--- config.mk ---
export PLATFORM = sky130hd
export DESIGN_NAME = uart_top
export DESIGN_NICKNAME = d
export VERILOG_FILES = /design/src/uart_pkg.sv /design/src/uart_fifo.sv /design/src/uart_tx.sv /design/src/uart_rx.sv /design/src/uart_top.sv
export SDC_FILE = /design/constraint.sdc
export NUM_CORES = 1
export LEC_CHECK = 0
export ABC_AREA = 1
export BUFFER_PORTS_ARGS = -buffer_cell sky130_fd_sc_hd__buf_4
export CAP_MARGIN = 20
export CORE_MARGIN = 3
export CORE_UTILIZATION = 25
export DETAILED_ROUTE_END_ITERATION = 12
export GPL_TIMING_DRIVEN = 1
export PLACE_DENSITY = 0.4
export SKIP_CTS_REPAIR_TIMING = 1
export SKIP_LAST_GASP = 1
export SYNTH_ARGS = -nofsm -noshare
export SYNTH_HDL_FRONTEND = slang
export SYNTH_SLANG_ARGS = --single-unit
--- constraint.sdc ---
create_clock -name i_Clock -period 2.9 [get_ports i_Clock]
set_clock_uncertainty 0.05 [all_clocks]
set_input_delay 0.58 -clock i_Clock [delete_from_list [all_inputs] [get_ports i_Clock]]
set_output_delay 0.58 -clock i_Clock [all_outputs]
set_load 0.02 [all_outputs]
--- src/uart_pkg.sv ---
`default_nettype none

package uart_pkg;

  ////////////////////////////////////////////////////////////
  // serial frame format
  ////////////////////////////////////////////////////////////

  // clocks per serial bit, fixed at build time
  localparam int CLKS_PER_BIT = 8;
  // data bits per frame, sent lsb first
  localparam int DATA_BITS    = 8;
  // bit period counter and data bit index widths
  localparam int CLK_CNT_W    = $clog2(CLKS_PER_BIT);
  localparam int BIT_IDX_W    = $clog2(DATA_BITS);

  // entries per fifo, power of two
  localparam int FIFO_DEPTH   = 8;
  localparam int FIFO_AW      = $clog2(FIFO_DEPTH);

  // one received frame as handed to the host
  typedef struct packed {
    logic [DATA_BITS-1:0] data;
    logic                 parity_err;
    logic                 frame_err;
  } rx_word_t;

  // transmit fsm states
  typedef enum logic [2:0] {
    TX_IDLE,
    TX_START,
    TX_DATA,
    TX_PARITY,
    TX_STOP,
    TX_CLEANUP
  } tx_state_t;

  // receive fsm states
  typedef enum logic [2:0] {
    RX_IDLE,
    RX_START,
    RX_DATA,
    RX_PARITY,
    RX_STOP
  } rx_state_t;

endpackage

`default_nettype wire

--- src/uart_fifo.sv ---
`timescale 1ns/1ns
`default_nettype none

module uart_fifo
  import uart_pkg::*;
#(
  parameter type T = logic [7:0]
)
(
  input  wire  i_Clock,
  input  wire  i_rst_n,
  // write side
  input  wire  i_push,
  input  wire  T i_data,
  output logic o_full,
  // read side
  input  wire  i_pop,
  output T     o_data,
  output logic o_empty
);

  ////////////////////////////////////////////////////////////
  // storage and pointers
  ////////////////////////////////////////////////////////////

  // circular buffer, no reset on payload
  T mem [FIFO_DEPTH];

  // one extra bit tells full from empty
  logic [FIFO_AW:0] wr_ptr;
  logic [FIFO_AW:0] rd_ptr;

  // qualified strobes
  logic do_push;
  logic do_pop;

  // push while full is dropped
  assign do_push = i_push && !o_full;
  // pop while empty does nothing
  assign do_pop  = i_pop && !o_empty;

  // same index, same wrap bit
  assign o_empty = (wr_ptr == rd_ptr);
  // same index, wrap bits differ
  assign o_full  = (wr_ptr[FIFO_AW] != rd_ptr[FIFO_AW]) &&
                   (wr_ptr[FIFO_AW-1:0] == rd_ptr[FIFO_AW-1:0]);

  // show-ahead, head entry always on the output
  assign o_data = mem[rd_ptr[FIFO_AW-1:0]];

  ////////////////////////////////////////////////////////////
  // pointer update
  ////////////////////////////////////////////////////////////

  always_ff @(posedge i_Clock)
  begin
    if (!i_rst_n)
    begin
      wr_ptr <= '0;
      rd_ptr <= '0;
    end
    else
    begin
      if (do_push)
        wr_ptr <= wr_ptr + 1'b1;
      // entry retires on the pop edge
      if (do_pop)
        rd_ptr <= rd_ptr + 1'b1;
    end
  end

  // write port
  always_ff @(posedge i_Clock)
  begin
    if (do_push)
      mem[wr_ptr[FIFO_AW-1:0]] <= i_data;
  end

endmodule

`default_nettype wire

--- src/uart_tx.sv ---
`timescale 1ns/1ns
`default_nettype none

module uart_tx
  import uart_pkg::*;
(
  input  wire                  i_Clock,
  input  wire                  i_rst_n,
  // host send level
  input  wire                  i_Tx_Send,
  // transmit fifo head
  input  wire [DATA_BITS-1:0]  i_fifo_data,
  input  wire                  i_fifo_empty,
  output logic                 o_fifo_pop,
  // serial line and status
  output logic                 o_Tx_Serial,
  output logic                 o_Tx_Active,
  output logic                 o_Tx_Done
);

  tx_state_t             state;
  // counts clocks inside one bit period
  logic [CLK_CNT_W-1:0]  clk_cnt;
  // current data bit
  logic [BIT_IDX_W-1:0]  bit_idx;
  // byte being shifted out, lsb first
  logic [DATA_BITS-1:0]  tx_shreg;
  // running even parity
  logic                  parity;
  // done pulse, also retires the fifo entry
  logic                  done_q;
  logic                  bit_done;

  // last clock of the current bit
  assign bit_done = (clk_cnt == CLK_CNT_W'(CLKS_PER_BIT - 1));

  assign o_Tx_Done  = done_q;
  // pop only once the stop bit is out
  assign o_fifo_pop = done_q;

  ////////////////////////////////////////////////////////////
  // frame fsm
  ////////////////////////////////////////////////////////////

  always_ff @(posedge i_Clock)
  begin
    if (!i_rst_n)
    begin
      state       <= TX_IDLE;
      clk_cnt     <= '0;
      bit_idx     <= '0;
      parity      <= 1'b0;
      o_Tx_Serial <= 1'b1;
      o_Tx_Active <= 1'b0;
      done_q      <= 1'b0;
    end
    else
    begin
      // single cycle pulse unless the stop bit ends
      done_q <= 1'b0;
      // count through the bit, wrap on the last clock
      clk_cnt <= bit_done ? '0 : clk_cnt + 1'b1;
      case (state)
        TX_IDLE:
        begin
          // line rests high
          o_Tx_Serial <= 1'b1;
          clk_cnt     <= '0;
          bit_idx     <= '0;
          if (i_Tx_Send && !i_fifo_empty)
          begin
            // latch head byte, the entry stays until done
            tx_shreg    <= i_fifo_data;
            parity      <= 1'b0;
            o_Tx_Active <= 1'b1;
            state       <= TX_START;
          end
        end
        TX_START:
        begin
          o_Tx_Serial <= 1'b0;
          if (bit_done)
            state <= TX_DATA;
        end
        TX_DATA:
        begin
          o_Tx_Serial <= tx_shreg[0];
          if (bit_done)
          begin
            // next bit in, fold this one into parity
            tx_shreg <= tx_shreg >> 1;
            parity   <= parity ^ tx_shreg[0];
            if (bit_idx == BIT_IDX_W'(DATA_BITS - 1))
            begin
              bit_idx <= '0;
              state   <= TX_PARITY;
            end
            else
              bit_idx <= bit_idx + 1'b1;
          end
        end
        TX_PARITY:
        begin
          // even parity, total ones even
          o_Tx_Serial <= parity;
          if (bit_done)
            state <= TX_STOP;
        end
        TX_STOP:
        begin
          o_Tx_Serial <= 1'b1;
          if (bit_done)
          begin
            // last stop clock, flag done and pop
            done_q      <= 1'b1;
            o_Tx_Active <= 1'b0;
            state       <= TX_CLEANUP;
          end
        end
        TX_CLEANUP:
        begin
          // fifo head updates during this cycle
          o_Tx_Serial <= 1'b1;
          state       <= TX_IDLE;
        end
        default:
          state <= TX_IDLE;
      endcase
    end
  end

endmodule

`default_nettype wire

--- src/uart_rx.sv ---
`timescale 1ns/1ns
`default_nettype none

module uart_rx
  import uart_pkg::*;
(
  input  wire       i_Clock,
  input  wire       i_rst_n,
  // asynchronous serial input
  input  wire       i_Rx_Serial,
  // receive fifo write side
  input  wire       i_fifo_full,
  output logic      o_fifo_push,
  output rx_word_t  o_fifo_word,
  // word lost, fifo was full
  output logic      o_Rx_Overrun
);

  ////////////////////////////////////////////////////////////
  // input synchronizer
  ////////////////////////////////////////////////////////////

  logic rx_meta;
  logic rx_sync;

  // two flops, reset to the idle level
  always_ff @(posedge i_Clock)
  begin
    if (!i_rst_n)
    begin
      rx_meta <= 1'b1;
      rx_sync <= 1'b1;
    end
    else
    begin
      rx_meta <= i_Rx_Serial;
      rx_sync <= rx_meta;
    end
  end

  ////////////////////////////////////////////////////////////
  // frame fsm
  ////////////////////////////////////////////////////////////

  rx_state_t             state;
  logic [CLK_CNT_W-1:0]  clk_cnt;
  logic [BIT_IDX_W-1:0]  bit_idx;
  // data bits, filled from the top so lsb lands at bit 0
  logic [DATA_BITS-1:0]  rx_shreg;
  // sampled parity bit
  logic                  par_bit;
  logic                  bit_done;
  logic                  half_done;
  logic                  stop_sample;

  // one full period from the previous mid-bit
  assign bit_done  = (clk_cnt == CLK_CNT_W'(CLKS_PER_BIT - 1));
  // middle of the start bit
  assign half_done = (clk_cnt == CLK_CNT_W'(CLKS_PER_BIT / 2 - 1));

  always_ff @(posedge i_Clock)
  begin
    if (!i_rst_n)
    begin
      state   <= RX_IDLE;
      clk_cnt <= '0;
      bit_idx <= '0;
    end
    else
    begin
      clk_cnt <= bit_done ? '0 : clk_cnt + 1'b1;
      case (state)
        RX_IDLE:
        begin
          clk_cnt <= '0;
          bit_idx <= '0;
          // falling edge, possible start bit
          if (!rx_sync)
            state <= RX_START;
        end
        RX_START:
        begin
          if (half_done)
          begin
            // restart the count at mid start
            clk_cnt <= '0;
            // glitch, line already back high
            state   <= rx_sync ? RX_IDLE : RX_DATA;
          end
        end
        RX_DATA:
        begin
          if (bit_done)
          begin
            if (bit_idx == BIT_IDX_W'(DATA_BITS - 1))
            begin
              bit_idx <= '0;
              state   <= RX_PARITY;
            end
            else
              bit_idx <= bit_idx + 1'b1;
          end
        end
        RX_PARITY:
        begin
          if (bit_done)
            state <= RX_STOP;
        end
        RX_STOP:
        begin
          // word goes out on this edge
          if (bit_done)
            state <= RX_IDLE;
        end
        default:
          state <= RX_IDLE;
      endcase
    end
  end

  // mid-bit samples, payload only
  always_ff @(posedge i_Clock)
  begin
    if (state == RX_DATA && bit_done)
      rx_shreg <= {rx_sync, rx_shreg[DATA_BITS-1:1]};
    if (state == RX_PARITY && bit_done)
      par_bit <= rx_sync;
  end

  ////////////////////////////////////////////////////////////
  // result word and push decision
  ////////////////////////////////////////////////////////////

  // middle of the stop bit
  assign stop_sample = (state == RX_STOP) && bit_done;

  always_comb
  begin
    o_fifo_word.data       = rx_shreg;
    // even parity, any odd count of ones is an error
    o_fifo_word.parity_err = ^{rx_shreg, par_bit};
    // stop bit must be high
    o_fifo_word.frame_err  = ~rx_sync;
  end

  // push when there is room, else report the loss
  assign o_fifo_push  = stop_sample && !i_fifo_full;
  assign o_Rx_Overrun = stop_sample && i_fifo_full;

endmodule

`default_nettype wire

--- src/uart_top.sv ---
`timescale 1ns/1ns
`default_nettype none

module uart_top
  import uart_pkg::*;
(
  input  wire                  i_Clock,
  input  wire                  i_rst_n,
  // transmit host side
  input  wire                  i_Tx_DV,
  input  wire [DATA_BITS-1:0]  i_Tx_Byte,
  input  wire                  i_Tx_Send,
  output logic                 o_Tx_Full,
  output logic                 o_Tx_Serial,
  output logic                 o_Tx_Active,
  output logic                 o_Tx_Done,
  // receive line and host side
  input  wire                  i_Rx_Serial,
  input  wire                  i_Rx_Pop,
  output logic                 o_Rx_Valid,
  output logic [DATA_BITS-1:0] o_Rx_Byte,
  output logic                 o_Rx_Parity_Err,
  output logic                 o_Rx_Frame_Err,
  output logic                 o_Rx_Overrun
);

  // tx fifo to transmitter
  logic [DATA_BITS-1:0] tx_head;
  logic                 tx_empty;
  logic                 tx_pop;

  // receiver to rx fifo
  logic     rx_push;
  rx_word_t rx_word;
  logic     rx_full;
  rx_word_t rx_head;
  logic     rx_empty;

  ////////////////////////////////////////////////////////////
  // transmit path
  ////////////////////////////////////////////////////////////

  uart_fifo #(.T(logic [DATA_BITS-1:0])) u_tx_fifo (
    .i_Clock (i_Clock),
    .i_rst_n (i_rst_n),
    .i_push  (i_Tx_DV),
    .i_data  (i_Tx_Byte),
    .o_full  (o_Tx_Full),
    .i_pop   (tx_pop),
    .o_data  (tx_head),
    .o_empty (tx_empty)
  );

  uart_tx u_uart_tx (
    .i_Clock      (i_Clock),
    .i_rst_n      (i_rst_n),
    .i_Tx_Send    (i_Tx_Send),
    .i_fifo_data  (tx_head),
    .i_fifo_empty (tx_empty),
    .o_fifo_pop   (tx_pop),
    .o_Tx_Serial  (o_Tx_Serial),
    .o_Tx_Active  (o_Tx_Active),
    .o_Tx_Done    (o_Tx_Done)
  );

  ////////////////////////////////////////////////////////////
  // receive path
  ////////////////////////////////////////////////////////////

  uart_rx u_uart_rx (
    .i_Clock      (i_Clock),
    .i_rst_n      (i_rst_n),
    .i_Rx_Serial  (i_Rx_Serial),
    .i_fifo_full  (rx_full),
    .o_fifo_push  (rx_push),
    .o_fifo_word  (rx_word),
    .o_Rx_Overrun (o_Rx_Overrun)
  );

  uart_fifo #(.T(rx_word_t)) u_rx_fifo (
    .i_Clock (i_Clock),
    .i_rst_n (i_rst_n),
    .i_push  (rx_push),
    .i_data  (rx_word),
    .o_full  (rx_full),
    .i_pop   (i_Rx_Pop),
    .o_data  (rx_head),
    .o_empty (rx_empty)
  );

  // head word split onto host ports
  assign o_Rx_Valid      = ~rx_empty;
  assign o_Rx_Byte       = rx_head.data;
  assign o_Rx_Parity_Err = rx_head.parity_err;
  assign o_Rx_Frame_Err  = rx_head.frame_err;

endmodule

`default_nettype wire

==> results.yml <==
detailed_routing:
  remaining_drc_errors: 0
  firstDrtPassIters: 4
  ant_nets: 0
  routed_via_density: 4.29
  routedWlPerCell_um: 15.2
  wirelength_um: 19700
  via_count: 5578
  drtIter0Drc: 255
power_and_ir_drop:
  power_density_mw_per_mm2: 696
  p_leak_nw: 3.70
  irDropWorstVdd_uv: 325
  p_total_mw: 7.07
cells_and_area:
  fin_util_pct: 30.2
  drive_gt1_share_pct: 12.6
  area_growth_pct: 18.9
  seq_area_mm2: 0.00576
  diodes: 0
  multi_input_area_mm2: 0.00248
  fin_nets: 863
  fillers: 3446
clock_network:
  clock_latency_ps: 500
  clock-sinks: 207
  htree_levels: 1
  clk_pin_slew_worst_paths_ps: 60
  cts_tree: "done"
  max-clock-path-buffers: 3
  cts_made_buffers: 25
  root_buffer: "clkbuf_16"
yosys:
  synth_cell_types: 32
  synth_seq_cells: 207
  seq_area_frac_synth_pct: 67.4
  synth-main-ff-cell: "edfxtp_1"
  synth_top_area_share_pct: 56.6
  synth_area_leaders: "edfxtp_1, dfxtp_1, nor2_1, nand2_1, o21ai_0"
  yosysTopAreaCell: "edfxtp_1"
  ys_warn_count: 0
  synth_edf_count: 161
  synth_area_mm2: 0.00854
  syn_nets: 811
  netlist_instances: 782
  syn_area_per_cell_um2: 10.9
  synth.most_common_cell: "edfxtp_1"
  yosys-top-cells-count: "edfxtp_1, nor2_1, nand2_1, o21ai_0, inv_1"
  synth_async_sr_flop_share_pct: 0
worst_setup_path:
  startpoint_type: "register"
  r2r-end: "u_uart_tx.tx_shreg[0]"
  cp_slowest_stage_delay_ps: 320
  critPathKind: "register to output pin"
  path_common_cell: "buf_4"
  r2r_start: "u_uart_tx.state[2]"
  cp-end-kind: "output pin"
  worst-path-max-fanout: 18
  cp_data_arrival_time_ps: 2060
  cpMaxStageDelayCell: "o32ai_1"
  ff2ff_path_depth: 6
  crit_chain: "buf_4, inv_1, buf_4, nor2_1, o32ai_1, nand2_1, nand2_1, buf_4"
  cp_data_required_time_ps: 2270
  reg2reg_slack_ps: 520
global_routing:
  grt_pass1_vias: 5540
  track_usage_pct: 10.9
  antenna_found_initial: 0
  grt_pass1_wl_um: 31400
  gr-total-overflow: 0
  grt_max_degree: 41
floorplanning:
  start_util_pct: 25.4
  die_w_um: 191
  ios: 30
  core_mm2: 0.0336
  dieArea_mm2: 0.0364
  die_h_um: 191
  rows: 67
place:
  numPortBuffers: 29
  gp_congestion: 0.761
  hpwl_um: 12600
  detailedPlace.worstSlack_ps: 498
timing:
  rsz0062_at_grt: "no"
  slew_viol_final: 0
  finalWorstSetupSlack_ps: 206
  period_share_pct: 92.9
  finalSetupViolations: 0
  max_freq_mhz: 371
  worst_pin_slew_ps: 945
  slew_headroom_pct: 36.8
  fin_crit_ps: 2690
  finalHoldViolCount: 0
  tns_ps: 0
hold_path:
  hold_class: "input port to register"
  whs_path_depth: 2
  holdCritStartpoint: "i_Rx_Serial"
  whs_endpoint: "u_uart_rx.rx_meta"
outcome:
  outcome: "finished clean"
flow_run:
  maxCapViolCount: 0
## stage by stage
step | instance area [µm²] | hold WS, ps | instances
floorplan | 8540 | 343 | 782
global placement | 9390 | 352 | 1255
detailed placement | 9390 | 354 | 1255
CTS | 10200 | 192 | 1300
global route | 10200 | 195 | 1300
finish | 10200 | 221 | 1300
## worst max-delay path, delay by kind of cell (launching register included)
kind / cells / cell delay [ps]
AOI/OAI and AO/OA: 1 / 320
and+or+nand+nor: 3 / 280
DFF: 1 / 310
buffers and inverters: 4 / 650
## registers in the layout, indices dropped and copies added, names as in the netlist, 4 cells and up, named ones only
signal	cells
u_rx_fifo.mem	80
u_rx_fifo.rd_ptr	4
u_rx_fifo.wr_ptr	4
u_tx_fifo.mem	64
u_tx_fifo.rd_ptr	4
u_tx_fifo.wr_ptr	4
u_uart_rx.rx_shreg	8
u_uart_tx.tx_shreg	8
## metal layers
| metal | vias to the layer above | part of all wire, % | GRT usage, % |
|---|---|---|---|
| li1 | 2810 | - | - |
| met5 | - | 0 | 0 |
| met2 | 83 | 46 | 17.8 |
| met4 | 0 | 1.4 | 2.37 |
| met1 | 2666 | 49 | 15.2 |
| met3 | 19 | 3.7 | 1.86 |
## final cells by class
class / instances / area share [%]
flip-flops and latches: 207 / 56.7
inverters: 53 / 1.96
clock buffers: 32 / 6.62
clock inverters: 13 / 0.875
repair buffers: 53 / 3.92
multi-input cells: 494 / 24.4
well taps: 448 / 5.52
## layout by cell type, fill, tap and decap left out
cell and instances:
nor2_4 1, o211ai_1 14, clkinv_2 4, nand3b_1 1
edfxtp_1 161, xor2_1 11, or2_0 1, or3_1 1
a21oi_1 25, clkinv_4 1, nor2_1 151, nand2_2 6
dfxtp_1 46, or2_2 3, clkbuf_1 5, nand2_1 133
clkbuf_16 25, bufinv_16 1, nand3_2 1, nor3_2 2
buf_4 53, a21oi_2 1, inv_2 4, o32ai_1 22
nand4_1 5, a21oi_4 1, inv_1 48, nand3_1 21
ha_1 15, clkinvlp_4 1, o22ai_1 1, nor3_1 7
clkbuf_8 2, nor2_2 1, xnor2_1 8, clkinv_1 7
o21ai_0 62
## where the power goes
| part | internal [mW] | leakage, nW | switching, mW |
|---|---|---|---|
| clock network | 1.71 | 0.372 | 1.17 |
| registers | 3.31 | 1.83 | 0.0682 |
| logic | 0.275 | 1.50 | 0.535 |
## cell families after synthesis
| family | after synthesis | synth area share (%) |
|---|---|---|
| compound gates | 126 | 8.96 |
| fa+ha+maj | 15 | 2.20 |
| buf+inv | 81 | 3.65 |
| xor+xnor | 19 | 1.95 |
| flops | 207 | 67.4 |
| simple gates | 334 | 15.8 |
## worst max path at each step
stage | slack (ps) | startpoint | depth (start not counted) | end
detailed placement | 500 | u_uart_tx.state[2] | 6 | u_uart_tx.tx_shreg[7]
global placement | 540 | u_uart_tx.state[2] | 6 | u_uart_tx.tx_shreg[7]
CTS | 120 | register | 8 | o_Rx_Byte[7]
global route | 40 | register | 8 | o_Rx_Byte[7]
floorplan | 530 | u_uart_rx.clk_cnt[0] | 8 | u_rx_fifo.mem[6][0]
finish | 210 | register | 8 | o_Rx_Byte[7]
Note: power is estimated with default switching activity, not from simulation.
